[config.mk]
export PLATFORM = sky130hd
export DESIGN_NAME = effect_top
export DESIGN_NICKNAME = d
export VERILOG_FILES = /design/src/design/effect_pkg.sv /design/src/design/anim_ctrl.sv /design/src/design/display_driver.sv /design/src/design/effect_top.sv /design/src/design/frame_composer.sv /design/src/design/text_store.sv
export SDC_FILE = /design/constraint.sdc
export NUM_CORES = 1
export LEC_CHECK = 0
export ABC_AREA = 1
export BUFFER_PORTS_ARGS = -buffer_cell sky130_fd_sc_hd__buf_4
export CORE_ASPECT_RATIO = 1.4
export CORE_UTILIZATION = 45
export CTS_BUF_LIST = sky130_fd_sc_hd__clkbuf_8
export DETAILED_ROUTE_END_ITERATION = 7
export SLEW_MARGIN = 20
export SYNTH_ARGS = -nofsm -noshare
export SYNTH_HDL_FRONTEND = slang
export SYNTH_SLANG_ARGS = --single-unit
[constraint.sdc]
create_clock -name clk -period 3.2 [get_ports clk]
set_input_delay 0.96 -clock clk [delete_from_list [all_inputs] [get_ports clk]]
set_output_delay 0.96 -clock clk [all_outputs]
set_load 0.005 [all_outputs]
[src/design/effect_pkg.sv]
/*
    shared types and constants for the seven-digit ball, hook and erase animation.
    segment patterns are active low with bit 6 driving segment g.
*/

package effect_pkg;

    localparam int num_digits = 7;
    localparam int presc_w = 16;

    typedef logic [2:0] digit_t;
    typedef logic [5:0] frame_t;
    typedef logic [6:0] seg_t;
    typedef logic [6:0] code_t;
    typedef logic [1:0] rate_t;
    typedef logic [presc_w-1:0] presc_t;

    typedef enum logic [2:0] {
        kind_blank,
        kind_ball,
        kind_dash,
        kind_hook,
        kind_floor,
        kind_text
    } kind_t;

    localparam seg_t seg_blank = 7'b1111111;
    localparam seg_t seg_ball  = 7'b0111000;
    localparam seg_t seg_dash  = 7'b0111111;
    localparam seg_t seg_hook  = 7'b1001100;
    localparam seg_t seg_floor = 7'b1111101;

    // hex digits 0 to F.
    localparam seg_t glyph_table [16] = '{
        7'h40, 7'h79, 7'h24, 7'h30, 7'h19, 7'h12, 7'h02, 7'h78,
        7'h00, 7'h10, 7'h08, 7'h03, 7'h46, 7'h21, 7'h06, 7'h0e
    };

    // frame landmarks of the animation.
    localparam frame_t frame_ball_last   = 6'd7;
    localparam frame_t frame_first_char  = 6'd8;
    localparam frame_t frame_hook_last   = 6'd14;
    localparam frame_t frame_all_dash    = 6'd15;
    localparam frame_t frame_pull_last   = 6'd21;
    localparam frame_t frame_blink_first = 6'd22;
    localparam frame_t frame_blink_off   = 6'd23;
    localparam frame_t frame_blink_last  = 6'd25;
    localparam frame_t frame_erase_last  = 6'd32;
    localparam frame_t last_frame        = 6'd33;

    // scan ticks per frame for each rate.
    localparam logic [5:0] frame_ticks [4] = '{6'd56, 6'd28, 6'd14, 6'd7};

endpackage

[src/design/anim_ctrl.sv]
/*
    animation control with the scan prescaler, digit scan counter and frame timer.
    the frame advances every frame_ticks scan ticks while run is high.
*/

`timescale 1ns/1ps

module anim_ctrl #(
    parameter int tick_div = 25000
) (
    input  logic                clk,
    input  logic                rst_n,
    input  logic                run,
    input  effect_pkg::rate_t   rate,
    output effect_pkg::digit_t  digit,
    output effect_pkg::frame_t  frame
);

    effect_pkg::presc_t presc;
    logic [5:0]         tick_cnt;
    logic               scan_tick;

    assign scan_tick = (presc == effect_pkg::presc_t'(tick_div - 1));

    always_ff @(posedge clk or negedge rst_n) begin
        if (!rst_n) begin
            presc <= '0;
        end else if (scan_tick) begin
            presc <= '0;
        end else begin
            presc <= presc + 1'b1;
        end
    end

    // digit scan runs whether or not the animation does.
    always_ff @(posedge clk or negedge rst_n) begin
        if (!rst_n) begin
            digit <= '0;
        end else if (scan_tick) begin
            if (digit == effect_pkg::digit_t'(effect_pkg::num_digits - 1)) begin
                digit <= '0;
            end else begin
                digit <= digit + 1'b1;
            end
        end
    end

    always_ff @(posedge clk or negedge rst_n) begin
        if (!rst_n) begin
            tick_cnt <= '0;
            frame    <= '0;
        end else if (!run) begin
            tick_cnt <= '0;
            frame    <= '0;
        end else if (scan_tick) begin
            if (tick_cnt >= effect_pkg::frame_ticks[rate] - 6'd1) begin
                tick_cnt <= '0;
                if (frame == effect_pkg::last_frame) begin
                    frame <= '0;
                end else begin
                    frame <= frame + 1'b1;
                end
            end else begin
                tick_cnt <= tick_cnt + 1'b1;
            end
        end
    end

endmodule

[src/design/display_driver.sv]
/*
    display driver that turns the digit kind into a segment pattern and
    registers it together with the active-low digit select.
*/

`timescale 1ns/1ps

module display_driver (
    input  logic                                 clk,
    input  logic                                 rst_n,
    input  effect_pkg::kind_t                    kind,
    input  effect_pkg::seg_t                     glyph,
    input  effect_pkg::digit_t                   digit,
    output logic [$bits(effect_pkg::seg_t)-1:0]  digit_sel,
    output effect_pkg::seg_t                     segments
);

    effect_pkg::seg_t pattern;
    logic [$bits(effect_pkg::seg_t)-1:0] sel_next;

    always_comb begin
        case (kind)
            effect_pkg::kind_ball:  pattern = effect_pkg::seg_ball;
            effect_pkg::kind_dash:  pattern = effect_pkg::seg_dash;
            effect_pkg::kind_hook:  pattern = effect_pkg::seg_hook;
            effect_pkg::kind_floor: pattern = effect_pkg::seg_floor;
            effect_pkg::kind_text:  pattern = glyph;
            default:                pattern = effect_pkg::seg_blank;
        endcase
    end

    // position 0 sits on the top select bit.
    assign sel_next = ~(7'b1000000 >> digit);

    always_ff @(posedge clk or negedge rst_n) begin
        if (!rst_n) begin
            digit_sel <= '1;
            segments  <= effect_pkg::seg_blank;
        end else begin
            digit_sel <= sel_next;
            segments  <= pattern;
        end
    end

endmodule

[src/design/effect_top.sv]
/*
    top level of the seven-digit animation display.
    connects timing, text store, frame composer and output driver.
*/

`timescale 1ns/1ps

module effect_top #(
    parameter int tick_div = 25000
) (
    input  logic                clk,
    input  logic                rst_n,
    input  logic                run,
    input  effect_pkg::rate_t   rate,
    input  logic                wr_en,
    input  effect_pkg::digit_t  wr_slot,
    input  effect_pkg::code_t   wr_code,
    output logic [6:0]          digit_sel,
    output effect_pkg::seg_t    segments
);

    effect_pkg::digit_t digit;
    effect_pkg::frame_t frame;
    effect_pkg::kind_t  kind;
    effect_pkg::digit_t slot;
    effect_pkg::seg_t   glyph;

    anim_ctrl #(
        .tick_div (tick_div)
    ) anim_ctrl_inst (
        .clk   (clk),
        .rst_n (rst_n),
        .run   (run),
        .rate  (rate),
        .digit (digit),
        .frame (frame)
    );

    text_store text_store_inst (
        .clk     (clk),
        .rst_n   (rst_n),
        .wr_en   (wr_en),
        .wr_slot (wr_slot),
        .wr_code (wr_code),
        .slot    (slot),
        .glyph   (glyph)
    );

    frame_composer frame_composer_inst (
        .frame (frame),
        .digit (digit),
        .kind  (kind),
        .slot  (slot)
    );

    display_driver display_driver_inst (
        .clk       (clk),
        .rst_n     (rst_n),
        .kind      (kind),
        .glyph     (glyph),
        .digit     (digit),
        .digit_sel (digit_sel),
        .segments  (segments)
    );

endmodule

[src/design/frame_composer.sv]
/*
    frame composer that picks what each digit shows for the current frame.
    gives a fixed pattern kind, or text with the slot to read.
*/

`timescale 1ns/1ps

module frame_composer (
    input  effect_pkg::frame_t  frame,
    input  effect_pkg::digit_t  digit,
    output effect_pkg::kind_t   kind,
    output effect_pkg::digit_t  slot
);

    effect_pkg::frame_t pos;
    effect_pkg::frame_t ball_pos;
    effect_pkg::frame_t hook_out;
    effect_pkg::frame_t hook_back;
    effect_pkg::frame_t dash_pos;

    assign pos = {3'b000, digit};

    // marker positions are only meaningful inside their own frame range.
    assign ball_pos  = effect_pkg::frame_ball_last - frame;
    assign hook_out  = frame - effect_pkg::frame_first_char;
    assign hook_back = effect_pkg::frame_blink_first - frame;
    assign dash_pos  = effect_pkg::frame_erase_last - frame;

    always_comb begin
        kind = effect_pkg::kind_blank;
        slot = digit;
        if (frame == '0 || frame == effect_pkg::last_frame) begin
            kind = effect_pkg::kind_floor;
        end else if (frame <= effect_pkg::frame_ball_last) begin
            if (pos < ball_pos) begin
                kind = effect_pkg::kind_floor;
            end else if (pos == ball_pos) begin
                kind = effect_pkg::kind_ball;
            end
        end else if (digit == '0 && frame <= effect_pkg::frame_pull_last) begin
            // the first character stays put through the hook frames.
            kind = effect_pkg::kind_text;
            slot = '0;
        end else if (frame == effect_pkg::frame_first_char) begin
            kind = effect_pkg::kind_blank;
        end else if (frame <= effect_pkg::frame_hook_last) begin
            if (pos < hook_out) begin
                kind = effect_pkg::kind_dash;
            end else if (pos == hook_out) begin
                kind = effect_pkg::kind_hook;
            end
        end else if (frame == effect_pkg::frame_all_dash) begin
            kind = effect_pkg::kind_dash;
        end else if (frame <= effect_pkg::frame_pull_last) begin
            if (pos < hook_back) begin
                kind = effect_pkg::kind_dash;
            end else if (pos == hook_back) begin
                kind = effect_pkg::kind_hook;
            end else begin
                kind = effect_pkg::kind_text;
                slot = digit - hook_back[2:0];
            end
        end else if (frame == effect_pkg::frame_blink_off) begin
            kind = effect_pkg::kind_blank;
        end else if (frame <= effect_pkg::frame_blink_last) begin
            kind = effect_pkg::kind_text;
        end else if (frame <= effect_pkg::frame_erase_last) begin
            if (pos < dash_pos) begin
                kind = effect_pkg::kind_text;
            end else if (pos == dash_pos) begin
                kind = effect_pkg::kind_dash;
            end else begin
                kind = effect_pkg::kind_floor;
            end
        end
    end

endmodule

[src/design/text_store.sv]
/*
    text store holding seven character code registers from the write port.
    returns the glyph of one requested slot and blank for codes above 15.
*/

`timescale 1ns/1ps

module text_store (
    input  logic                clk,
    input  logic                rst_n,
    input  logic                wr_en,
    input  effect_pkg::digit_t  wr_slot,
    input  effect_pkg::code_t   wr_code,
    input  effect_pkg::digit_t  slot,
    output effect_pkg::seg_t    glyph
);

    effect_pkg::code_t codes [effect_pkg::num_digits];
    effect_pkg::code_t rd_code;

    always_ff @(posedge clk or negedge rst_n) begin
        if (!rst_n) begin
            for (int i = 0; i < effect_pkg::num_digits; i++) begin
                codes[i] <= '0;
            end
        end else if (wr_en && (wr_slot < effect_pkg::num_digits)) begin
            codes[wr_slot] <= wr_code;
        end
    end

    // slot 7 has no register behind it.
    assign rd_code = (slot < effect_pkg::num_digits) ? codes[slot] : 7'd127;

    always_comb begin
        if (rd_code < 7'd16) begin
            glyph = effect_pkg::glyph_table[rd_code[3:0]];
        end else begin
            glyph = effect_pkg::seg_blank;
        end
    end

endmodule

==> results.tsv, run 1 <==
metric	value	unit
outcome	finished clean	
grt.total_usage	21.9	%
fp.dieH	137	µm
yosys.area.top_type	dfrtp_1	
vias_per_cell	5.23	
hold_path.class	reg2reg	
core	12500	µm²
cp.arrival	3.41	ns
p_leak	3.45	nW
grt_pass1_wl	23.2	mm
port_buffers	29	
synth_fp_nets	795	
routed_wl	14.0	mm
initial_core_util	46.9	%
max-slew-margin-rel	60.8	%
cts.sinks	94	
dieArea	13500	µm²
startpoint_type	flip-flop	
dr_total_vias	5026	
gp_congestion	0.923	
synth_most_common_cell	nand2_1	
diodes	0	
final_nets	859	
seq_area_frac_synth	40.5	%
fin_crit	3.10	ns
p_int	2.09	mW
drive_gt1_share	23.3	%
synthesis.area	5860	µm²
holdBufCountCts	0	
fmax	323	MHz
rsz0062_at_grt	yes	
cts.clk_slew.worst_paths	0.10	ns
synthCells	742	
clk_path_buf_depth	2	
hpwl	10.5	mm
synth.area.top_cells	dfrtp_1 34%, nand2_1 11%, ha_1 7.7%	
grt_pass1_vias	4925	
hold_ws	0.480	ns
numCtsBuffers	9	
worst_slew_pin_slew	0.583	ns
clock_power_share	25.1	%
post_drt_wl_per_cell	14.6	µm
cts_tree	yes	
ys_types	47	
drtPass1Iterations	7	
slew_violations	0	
async_flop_share	100	%
first_iter_violations	207	
powerDensity	463	nW/µm²
clk_latency	0.37	ns
swShare	35.0	%
synth_edf_count	0	
path_max_fanout	7	
drc_errors	0	
hold_violations	0	
setup_ws	0.102	ns
synthFlopType	dfrtp_1	
final-setup-viol-count	0	
post-place-ws	-0.0715	ns
die_w	98.4	µm
netlist.area_leader.share	34.2	%
synth.avg_cell_area	7.89	µm²
rows	48	
areaGrowthSynthToFinish	18.4	%
power_switching	1.12	mW
overflow	0	
cts.htree.levels	3	
timing_worst_setup_path_type	reg2reg	
finalCritPeriodShare	96.8	%
grt_max_degree	44	
ir_worst_vdd	0.360	mV
finalClockSkew	0.00765	ns
critPathCaptureType	flip-flop	
seqPwrFrac	44.4	%
synth_seq_cells	94	
ys_warn_count	0	
synthTopCellsByCount	165 x nand2_1, 98 x inv_1, 80 x dfrtp_1	
route.antenna.remaining_nets	0	
pin_count	30	
clock-root-buffer	clkbuf_8	
cap_violations	0	
cp.required	3.52	ns
antenna_found_initial	0	
power_frac_comb	30.5	%
[path summary, 6_finish.rpt]
check / end / start / slack (ns) / cells after the start
worst min register to register: anim_ctrl_inst.presc[0] / anim_ctrl_inst.presc[0] / 0.48 / 1
max in group asynchronous: display_driver_inst.digit_sel[5] / rst_n / 1.95 / 2
worst min-delay path: anim_ctrl_inst.presc[0] / anim_ctrl_inst.presc[0] / 0.48 / 1
worst max register to register: display_driver_inst.segments[0] / anim_ctrl_inst.frame[0] / 0.10 / 22
worst max-delay path: display_driver_inst.segments[0] / anim_ctrl_inst.frame[0] / 0.10 / 22
min in group asynchronous: text_store_inst.codes[32] / rst_n / 0.56 / 1
[worst max-delay path, cell delays in order, from the launching register on]
cell and delay [ns]:
dfrtp_2 0.46, ha_4 0.19, xor2_4 0.16, ha_4 0.27, a21o_1 0.15, nand3_4 0.07
nor2_4 0.13, nand3_4 0.12, nand2_4 0.09, nand3_4 0.14, nand2_8 0.14, nand2_4 0.05
nand3_2 0.06, nand2_2 0.07, o21ai_4 0.27, inv_2 0.12, ha_4 0.19, inv_1 0.07
nand2_1 0.05, nand3_1 0.07, nand3_1 0.07, nand2_1 0.06, inv_1 0.03
[metrics by stage]
stage	instance area [µm²]	std cells	TNS (ns)	util, %	total power [mW]
final	6930	961	0	55.5	3.21
after global routing	6930	961	-0.318	55.5	3.42
after global placement	6380	932	0	51.1	2.28
after floorplan	5870	742	0	-	2.02
after detailed placement	6380	932	-0.171	51.1	2.31
after CTS	6610	949	0	52.9	3.13
[layer usage]
metal | global-route usage, % | vias to the layer above | part of all wire [%]
met5 | 0 | - | 0
met4 | 8.54 | 0 | 2.2
met3 | 2.76 | 28 | 3.2
met2 | 39.4 | 96 | 51
met1 | 26.5 | 2361 | 44
li1 | - | 2541 | -
[placed cells by master, fill, tap and decap left out, drive strengths merged]
| master | n |
|---|---|
| a31oi | 1 |
| clkbuf | 9 |
| o31ai | 2 |
| nor4 | 5 |
| o211ai | 1 |
| buf | 69 |
| a41oi | 1 |
| xnor2 | 2 |
| o21a | 3 |
| xor2 | 9 |
| nand4 | 11 |
| ha | 36 |
| o311ai | 1 |
| dfrtp | 80 |
| o21ai | 81 |
| nand3 | 74 |
| nand3b | 5 |
| a21o | 3 |
| clkinvlp | 1 |
| or3 | 1 |
| nor3 | 17 |
| fa | 1 |
| dfstp | 14 |
| nor3b | 2 |
| o211a | 2 |
| a211oi | 1 |
| bufinv | 1 |
| o221a | 1 |
| and3 | 2 |
| o22ai | 3 |
| a21oi | 16 |
| nor2 | 61 |
| clkinv | 4 |
| inv | 110 |
| nand2 | 181 |
[sequential cells by signal (all words and copies together) (netlist names)]
signal / cells
display_driver_inst.segments: 7
text_store_inst.codes: 49
anim_ctrl_inst.frame: 6
display_driver_inst.digit_sel: 7
anim_ctrl_inst.tick_cnt: 6
anim_ctrl_inst.digit: 3
anim_ctrl_inst.presc: 16
[what timing repair did]
item,4_1_cts,5_1_grt
endpoints found under the hold margin,0,0
setup endpoints to repair,7,7
pin swaps,2,24
setup buffers,1,11
cloned,0,1
resized for setup,5,48
[power groups by stage]
| stage | logic [mW] | clock network [mW] | registers (mW) |
|---|---|---|---|
| final | 0.979 | 0.806 | 1.43 |
| after global routing | 1.10 | 0.878 | 1.44 |
| after global placement | 0.847 | 0 | 1.43 |
| after floorplan | 0.603 | 0 | 1.42 |
| after CTS | 0.885 | 0.833 | 1.42 |
| after detailed placement | 0.877 | 0 | 1.44 |
[area by class of cell]
type / count / area [µm²]
fill: 1155 / 5560
clock buffer: 9 / 124
inverter: 109 / 412
timing repair buffer: 69 / 534
clock inverter: 7 / 75.1
tap: 150 / 188
multi-input combinational: 523 / 3220
sequential: 94 / 2380
[kinds of logic after synthesis]
kind of cell    count (synthesis)  share of synthesized area [%]
flops                          94                           40.5
compound gates                116                           12.0
fa+ha+maj                      37                           8.03
xor+xnor                       11                           1.65
buf+inv                       126                           8.84
simple gates                  358                           29.0
No activity file was read; power rests on OpenSTA's default activity.
==> inputs of run 2 (changes only) <==
Settings changed: PLACE_DENSITY_LB_ADDON set to 0.3.
==> run 2 against run 1 <==
  * The run now ends with negative setup slack left
  * Largest power group unchanged
  * Via count is 3.7% higher
  * Critical path type unchanged
  * Critical path depth shrank 4
  * Sequential share of layout area fell by 0.68 points
  * Cell area up 1.9%
  * Clock skew up 0.0058 ns
  * Total power is 2.5% higher
  * Largest cell class unchanged
  * Clock power increased by 6.6%
  * Global-route usage decreased by 0.29 points
==> results.tsv, run 2 (synthesized netlist as in run 1, its figures left out) <==
metric	value	unit	change
r2r-start	anim_ctrl_inst.frame[0]		
cp.required	3.51	ns	about the same
setup_ws	-0.0332	ns	-0.135 ns
violations	negative setup slack		
rows	48		unchanged
dieArea	13500	µm²	unchanged
fin_setup_tns	-0.0491	ns	-0.0491 ns
multi_input_area	3280	µm²	+1.7%
hold_ws	0.480	ns	+0.000684 ns
critPathLaunch	anim_ctrl_inst.frame[0]		
powerDensity	467	nW/µm²	+0.66%
route.antenna.remaining_nets	0		unchanged
finalCritPeriodShare	101	%	+4.2 points
grt.total_usage	21.6	%	-0.29 points
p_leak	3.49	nW	+1.2%
r2r-end	display_driver_inst.segments[3]		
finalClockSkew	0.0134	ns	+0.00579 ns
post_dp_cell_area	6370	µm²	-0.12%
outcome	complete, but fails checks		
ff2ff_setup_slack	-0.03	ns	-0.14 ns
path_max_fanout	8		+1
drc_errors	0		unchanged
cts.sinks	94		unchanged
holdBufCountCts	0		unchanged
dr_total_vias	5214		+3.7%
hold_violations	0		unchanged
antenna_found_initial	0		unchanged
vias_per_cell	5.40		+3.2%
clk_latency	0.38	ns	about the same
dpl.cell_count	931		-0.11%
instances_no_fill	966		+0.52%
pin_count	30		unchanged
clock_power_share	26.1	%	+1.0 points
overflow	0		unchanged
fillers	1104		-4.4%
cts_tree	yes		
p_int	2.16	mW	+3.2%
drtPass1Iterations	8		+1
crit_end	display_driver_inst.segments[3]		
gp_congestion	0.870		-5.7%
final_common_cell	nand2_1		
core	12500	µm²	unchanged
power_switching	1.14	mW	+1.3%
initial_core_util	46.9	%	unchanged
critPathCaptureType	flip-flop		
clock-root-buffer	clkbuf_8		
numCtsBuffers	9		unchanged
drive_gt1_share	25.0	%	+1.7 points
routed_wl	14.2	mm	+1.0%
cap_violations	0		unchanged
registers.top_by_ff_count	text_store_inst.codes		
hpwl	10.0	mm	-5.2%
post_drt_wl_per_cell	14.7	µm	+0.48%
power_frac_comb	30.7	%	+0.2 points
ir_worst_vdd	0.297	mV	-18%
regArea	2370	µm²	-0.16%
reg.largest.list	text_store_inst.codes (49), anim_ctrl_inst.presc (16)		
min_from	anim_ctrl_inst.presc[0]		
rsz0062_at_grt	yes		
worst_slew_pin_slew	0.674	ns	+0.0907 ns
power	3.29	mW	+2.5%
grt_pass1_vias	5030		+2.1%
max-slew-margin-rel	55.1	%	-5.7 points
grt_pass1_wl	23.0	mm	-1.0%
cp.arrival	3.54	ns	+0.13 ns
cts.clk_slew.worst_paths	0.10	ns	about the same
swShare	34.6	%	-0.44 points
grt_max_degree	56		+27%
startpoint_type	flip-flop		
post-place-ws	-0.142	ns	-0.0710 ns
timing_worst_setup_path_type	reg2reg		
diodes	0		unchanged
reg2reg_depth	18		-18%
seqPwrFrac	43.3	%	-1.1 points
final-setup-viol-count	2		+2
largest_reg_flops	49		unchanged
cts.htree.levels	3		unchanged
fp.dieH	137	µm	unchanged
hold_path.class	reg2reg		
areaGrowthSynthToFinish	20.6	%	
fin_util	56.5	%	+1.0 points
fmax	309	MHz	-4.2%
die_w	98.4	µm	unchanged
final_cell_mix	155 x nand2_1, 91 x inv_1, 78 x dfrtp_1		
fin_crit	3.23	ns	+0.135 ns
slew_violations	0		unchanged
clk_path_buf_depth	2		unchanged
final_nets	864		+0.58%
port_buffers	29		unchanged
first_iter_violations	243		+17%
stdcell_area	7060	µm²	+1.9%
run 2: worst min-delay path by stage:
stage	slack (ns)	to	cells past startpoint
floorplan	0.43	anim_ctrl_inst.presc[0]	1
global placement	0.45	anim_ctrl_inst.presc[0]	1
detailed placement	0.47	text_store_inst.codes[15]	2
CTS	0.48	anim_ctrl_inst.presc[0]	1
global route	0.49	anim_ctrl_inst.presc[0]	1
finish	0.48	anim_ctrl_inst.presc[0]	1
run 2: critical path, stage by stage (launching register included):
cell and delay [ns]:
dfrtp_2 0.47, ha_4 0.20, xor2_4 0.16, ha_4 0.28
buf_6 0.09, nand4_1 0.19, nand3_4 0.19, nand2_4 0.06
nand3_4 0.16, nand3b_1 0.19, nand3_2 0.15, nand2_2 0.07
o21ai_4 0.23, inv_2 0.12, buf_6 0.13, ha_2 0.18
nand2_1 0.08, a21o_1 0.13, nand4_1 0.08
run 2: power groups by stage:
stage / combinational [mW] / clock [mW] / sequential (mW)
after CTS: 0.883 / 0.874 / 1.41
final: 1.01 / 0.859 / 1.43
after floorplan: 0.603 / 0 / 1.42
after detailed placement: 0.864 / 0 / 1.43
after global routing: 1.12 / 0.925 / 1.44
after global placement: 0.842 / 0 / 1.42
run 2: metal layers:
layer,vias to the layer above,wire [µm],global-route usage (%)
met5,-,0,0
met4,0,459,10.0
met3,45,466,3.32
met2,149,7360,39.2
met1,2466,5890,24.9
li1,2554,-,-
run 2: layout make-up:
type | instances | area share [%]
inverter | 109 | 5.90
timing repair buffer | 73 | 8.38
clock buffer | 11 | 2.14
tap | 150 | 2.66
multi-input combinational | 524 | 46.4
sequential | 94 | 33.6
clock inverter | 5 | 0.886
run 2: timing repair:
item | in CTS | in global routing
hold endpoints to repair | 0 | 0
cloned | 1 | 1
setup buffers | 8 | 10
gates resized for setup | 11 | 60
pin swaps | 9 | 26
setup endpoints to repair | 7 | 7
==> inputs of run 3 (changes only) <==
Settings changed: SKIP_CTS_REPAIR_TIMING set to 1.
Clock period 3.2 ns to 3.6 ns, I/O delays scaled along.
==> run 3 against run 2 <==
  * The flow finishes with violations (design-rule violations)
  * Sequential cell count did not move
  * First-iteration DRC count fell by 5.8%
  * Critical path depth rose by 2
  * Maximum frequency fell by 3.6%
  * Largest cell class unchanged
  * Largest power group unchanged
==> results.tsv, run 3 (synthesized netlist as in run 1, its figures left out) <==
metric	value	unit	change
core	12500	µm²	unchanged
drtPass1Iterations	7		-1
final-setup-viol-count	0		-2
port_buffers	29		unchanged
r2r-start	anim_ctrl_inst.frame[0]		
max-slew-margin-rel	57.8	%	+2.7 points
hold_path.class	reg2reg		
reg.largest.list	text_store_inst.codes (49), anim_ctrl_inst.presc (16)		
grt.total_usage	20.7	%	-0.85 points
clk_path_buf_depth	2		unchanged
p_int	1.79	mW	-17%
fin_crit	3.36	ns	+0.122 ns
drive_gt1_share	17.4	%	-7.6 points
critPathCaptureType	flip-flop		
areaGrowthSynthToFinish	12.2	%	
cp.required	3.92	ns	+0.41 ns
grt_pass1_wl	22.2	mm	-3.4%
dr_total_vias	4989		-4.3%
startpoint_type	flip-flop		
pin_count	30		unchanged
fp.dieH	137	µm	unchanged
p_leak	3.31	nW	-5.1%
cts.htree.levels	3		unchanged
cp.arrival	3.68	ns	+0.14 ns
slew_violations	0		unchanged
crit_path_max_incr_delay	0.46	ns	about the same
hold_ws	0.490	ns	+0.00970 ns
outcome	complete, but fails checks		
overflow	0		unchanged
final_common_cell	nand2_1		
clk_latency	0.37	ns	about the same
reg2reg_depth	20		+2
crit_path_cell_trace	ha_2, xor2_1, ha_1, a21o_1, nand3_4, nor2_4, nand4_1, nand3_4, nand2_8, o21ai_0, nand3_1, o21ai_4, inv_1, ha_1, inv_1, nand3_1, nand3_1, nand3_1, nand2_1, inv_1		
cp_common_cell	nand3_1		
r2r-end	display_driver_inst.segments[0]		
cts_tree	yes		
drc_errors	3		+3
dpl.cell_count	915		-1.7%
numCtsBuffers	9		unchanged
critPathSlowestCell	dfrtp_2		
hpwl	10.0	mm	+0.11%
initial_core_util	46.9	%	unchanged
cap_violations	0		unchanged
routed_wl	13.4	mm	-5.6%
critPathLaunch	anim_ctrl_inst.frame[0]		
cts.sinks	94		unchanged
registers.top_by_ff_count	text_store_inst.codes		
swShare	35.0	%	+0.49 points
cts.clk_slew.worst_paths	0.10	ns	about the same
power_switching	0.966	mW	-15%
grt_pass1_vias	4744		-5.7%
powerDensity	420	nW/µm²	-10%
min_from	anim_ctrl_inst.presc[0]		
grt_max_degree	51		-8.9%
power_frac_comb	27.5	%	-3.2 points
first_iter_violations	229		-5.8%
ir_worst_vdd	0.237	mV	-20%
worst_slew_pin_slew	0.633	ns	-0.0411 ns
hold_violations	0		unchanged
dieArea	13500	µm²	unchanged
setup_ws	0.245	ns	+0.278 ns
rows	48		unchanged
gp_congestion	0.905		+3.9%
clock-root-buffer	clkbuf_8		
instances_no_fill	938		-2.9%
post_drt_wl_per_cell	14.3	µm	-2.7%
antenna_found_initial	0		unchanged
die_w	98.4	µm	unchanged
route.antenna.remaining_nets	0		unchanged
final_nets	836		-3.2%
seqPwrFrac	45.8	%	+2.5 points
violations	design-rule violations		
finalCritPeriodShare	93.2	%	-7.8 points
fmax	298	MHz	-3.6%
diodes	0		unchanged
clock_power_share	26.7	%	+0.6 points
timing_worst_setup_path_type	reg2reg		
finalClockSkew	0.00810	ns	-0.00535 ns
vias_per_cell	5.32		-1.5%
crit_end	display_driver_inst.segments[0]		
path_max_fanout	11		+3
largest_reg_flops	49		unchanged
ff2ff_setup_slack	0.24	ns	+0.28 ns
final_cell_mix	163 x nand2_1, 98 x inv_1, 78 x dfrtp_1		
post-place-ws	-0.0154	ns	+0.127 ns
==> run 3: how the worst min path moves through the flow <==
stage	endpoint	slack [ns]	cells past startpoint
after floorplan	anim_ctrl_inst.presc[0]	0.43	1
after global placement	anim_ctrl_inst.presc[0]	0.45	1
after detailed placement	text_store_inst.codes[43]	0.47	2
after CTS	anim_ctrl_inst.presc[0]	0.49	1
after global routing	text_store_inst.codes[43]	0.52	2
final	anim_ctrl_inst.presc[0]	0.49	1
==> run 3: per-layer routing <==
metal  vias up  GRT usage, %  wire (µm)
met1      2331          25.3       5710
li1       2498             -          -
met2       127          35.8       6720
met3        33          3.01        554
met5         -             0          0
met4         0          10.4        397
==> run 3: layout make-up <==
type / count / area (µm²)
Clock buffer: 9 / 124
Clock inverter: 7 / 78.8
Fill cell: 1188 / 5920
Inverter: 109 / 409
Multi-Input combinational cell: 524 / 3050
Sequential cell: 94 / 2370
Tap cell: 150 / 188
Timing Repair Buffer: 45 / 350
==> run 3: through the flow <==
stage | power [mW] | cell area, µm² | utilization (%) | TNS, ns
after detailed placement | 2.00 | 6250 | 50.0 | -0.0288
final | 2.76 | 6570 | 52.6 | 0
after global routing | 2.93 | 6570 | 52.6 | -0.0457
after floorplan | 1.78 | 5860 | - | 0
after global placement | 1.97 | 6250 | 50.0 | 0
after CTS | 2.73 | 6450 | 51.6 | -0.0917
==> run 3: critical path: cells and delay by family (launching register included) <==
family | cells | cell delay, ns
and+or+nand+nor | 10 | 1.25
adders and majority gates | 3 | 0.78
DFF | 1 | 0.46
AOI/OAI and AO/OA | 3 | 0.45
buffers and inverters | 3 | 0.21
xor gates and xnor gates | 1 | 0.16
==> run 3: power groups by stage <==
stage | registers [mW] | clock network (mW) | logic (mW)
after CTS | 1.26 | 0.752 | 0.721
after detailed placement | 1.28 | 0 | 0.717
final | 1.26 | 0.737 | 0.758
after floorplan | 1.26 | 0 | 0.523
after global routing | 1.27 | 0.800 | 0.858
after global placement | 1.28 | 0 | 0.695
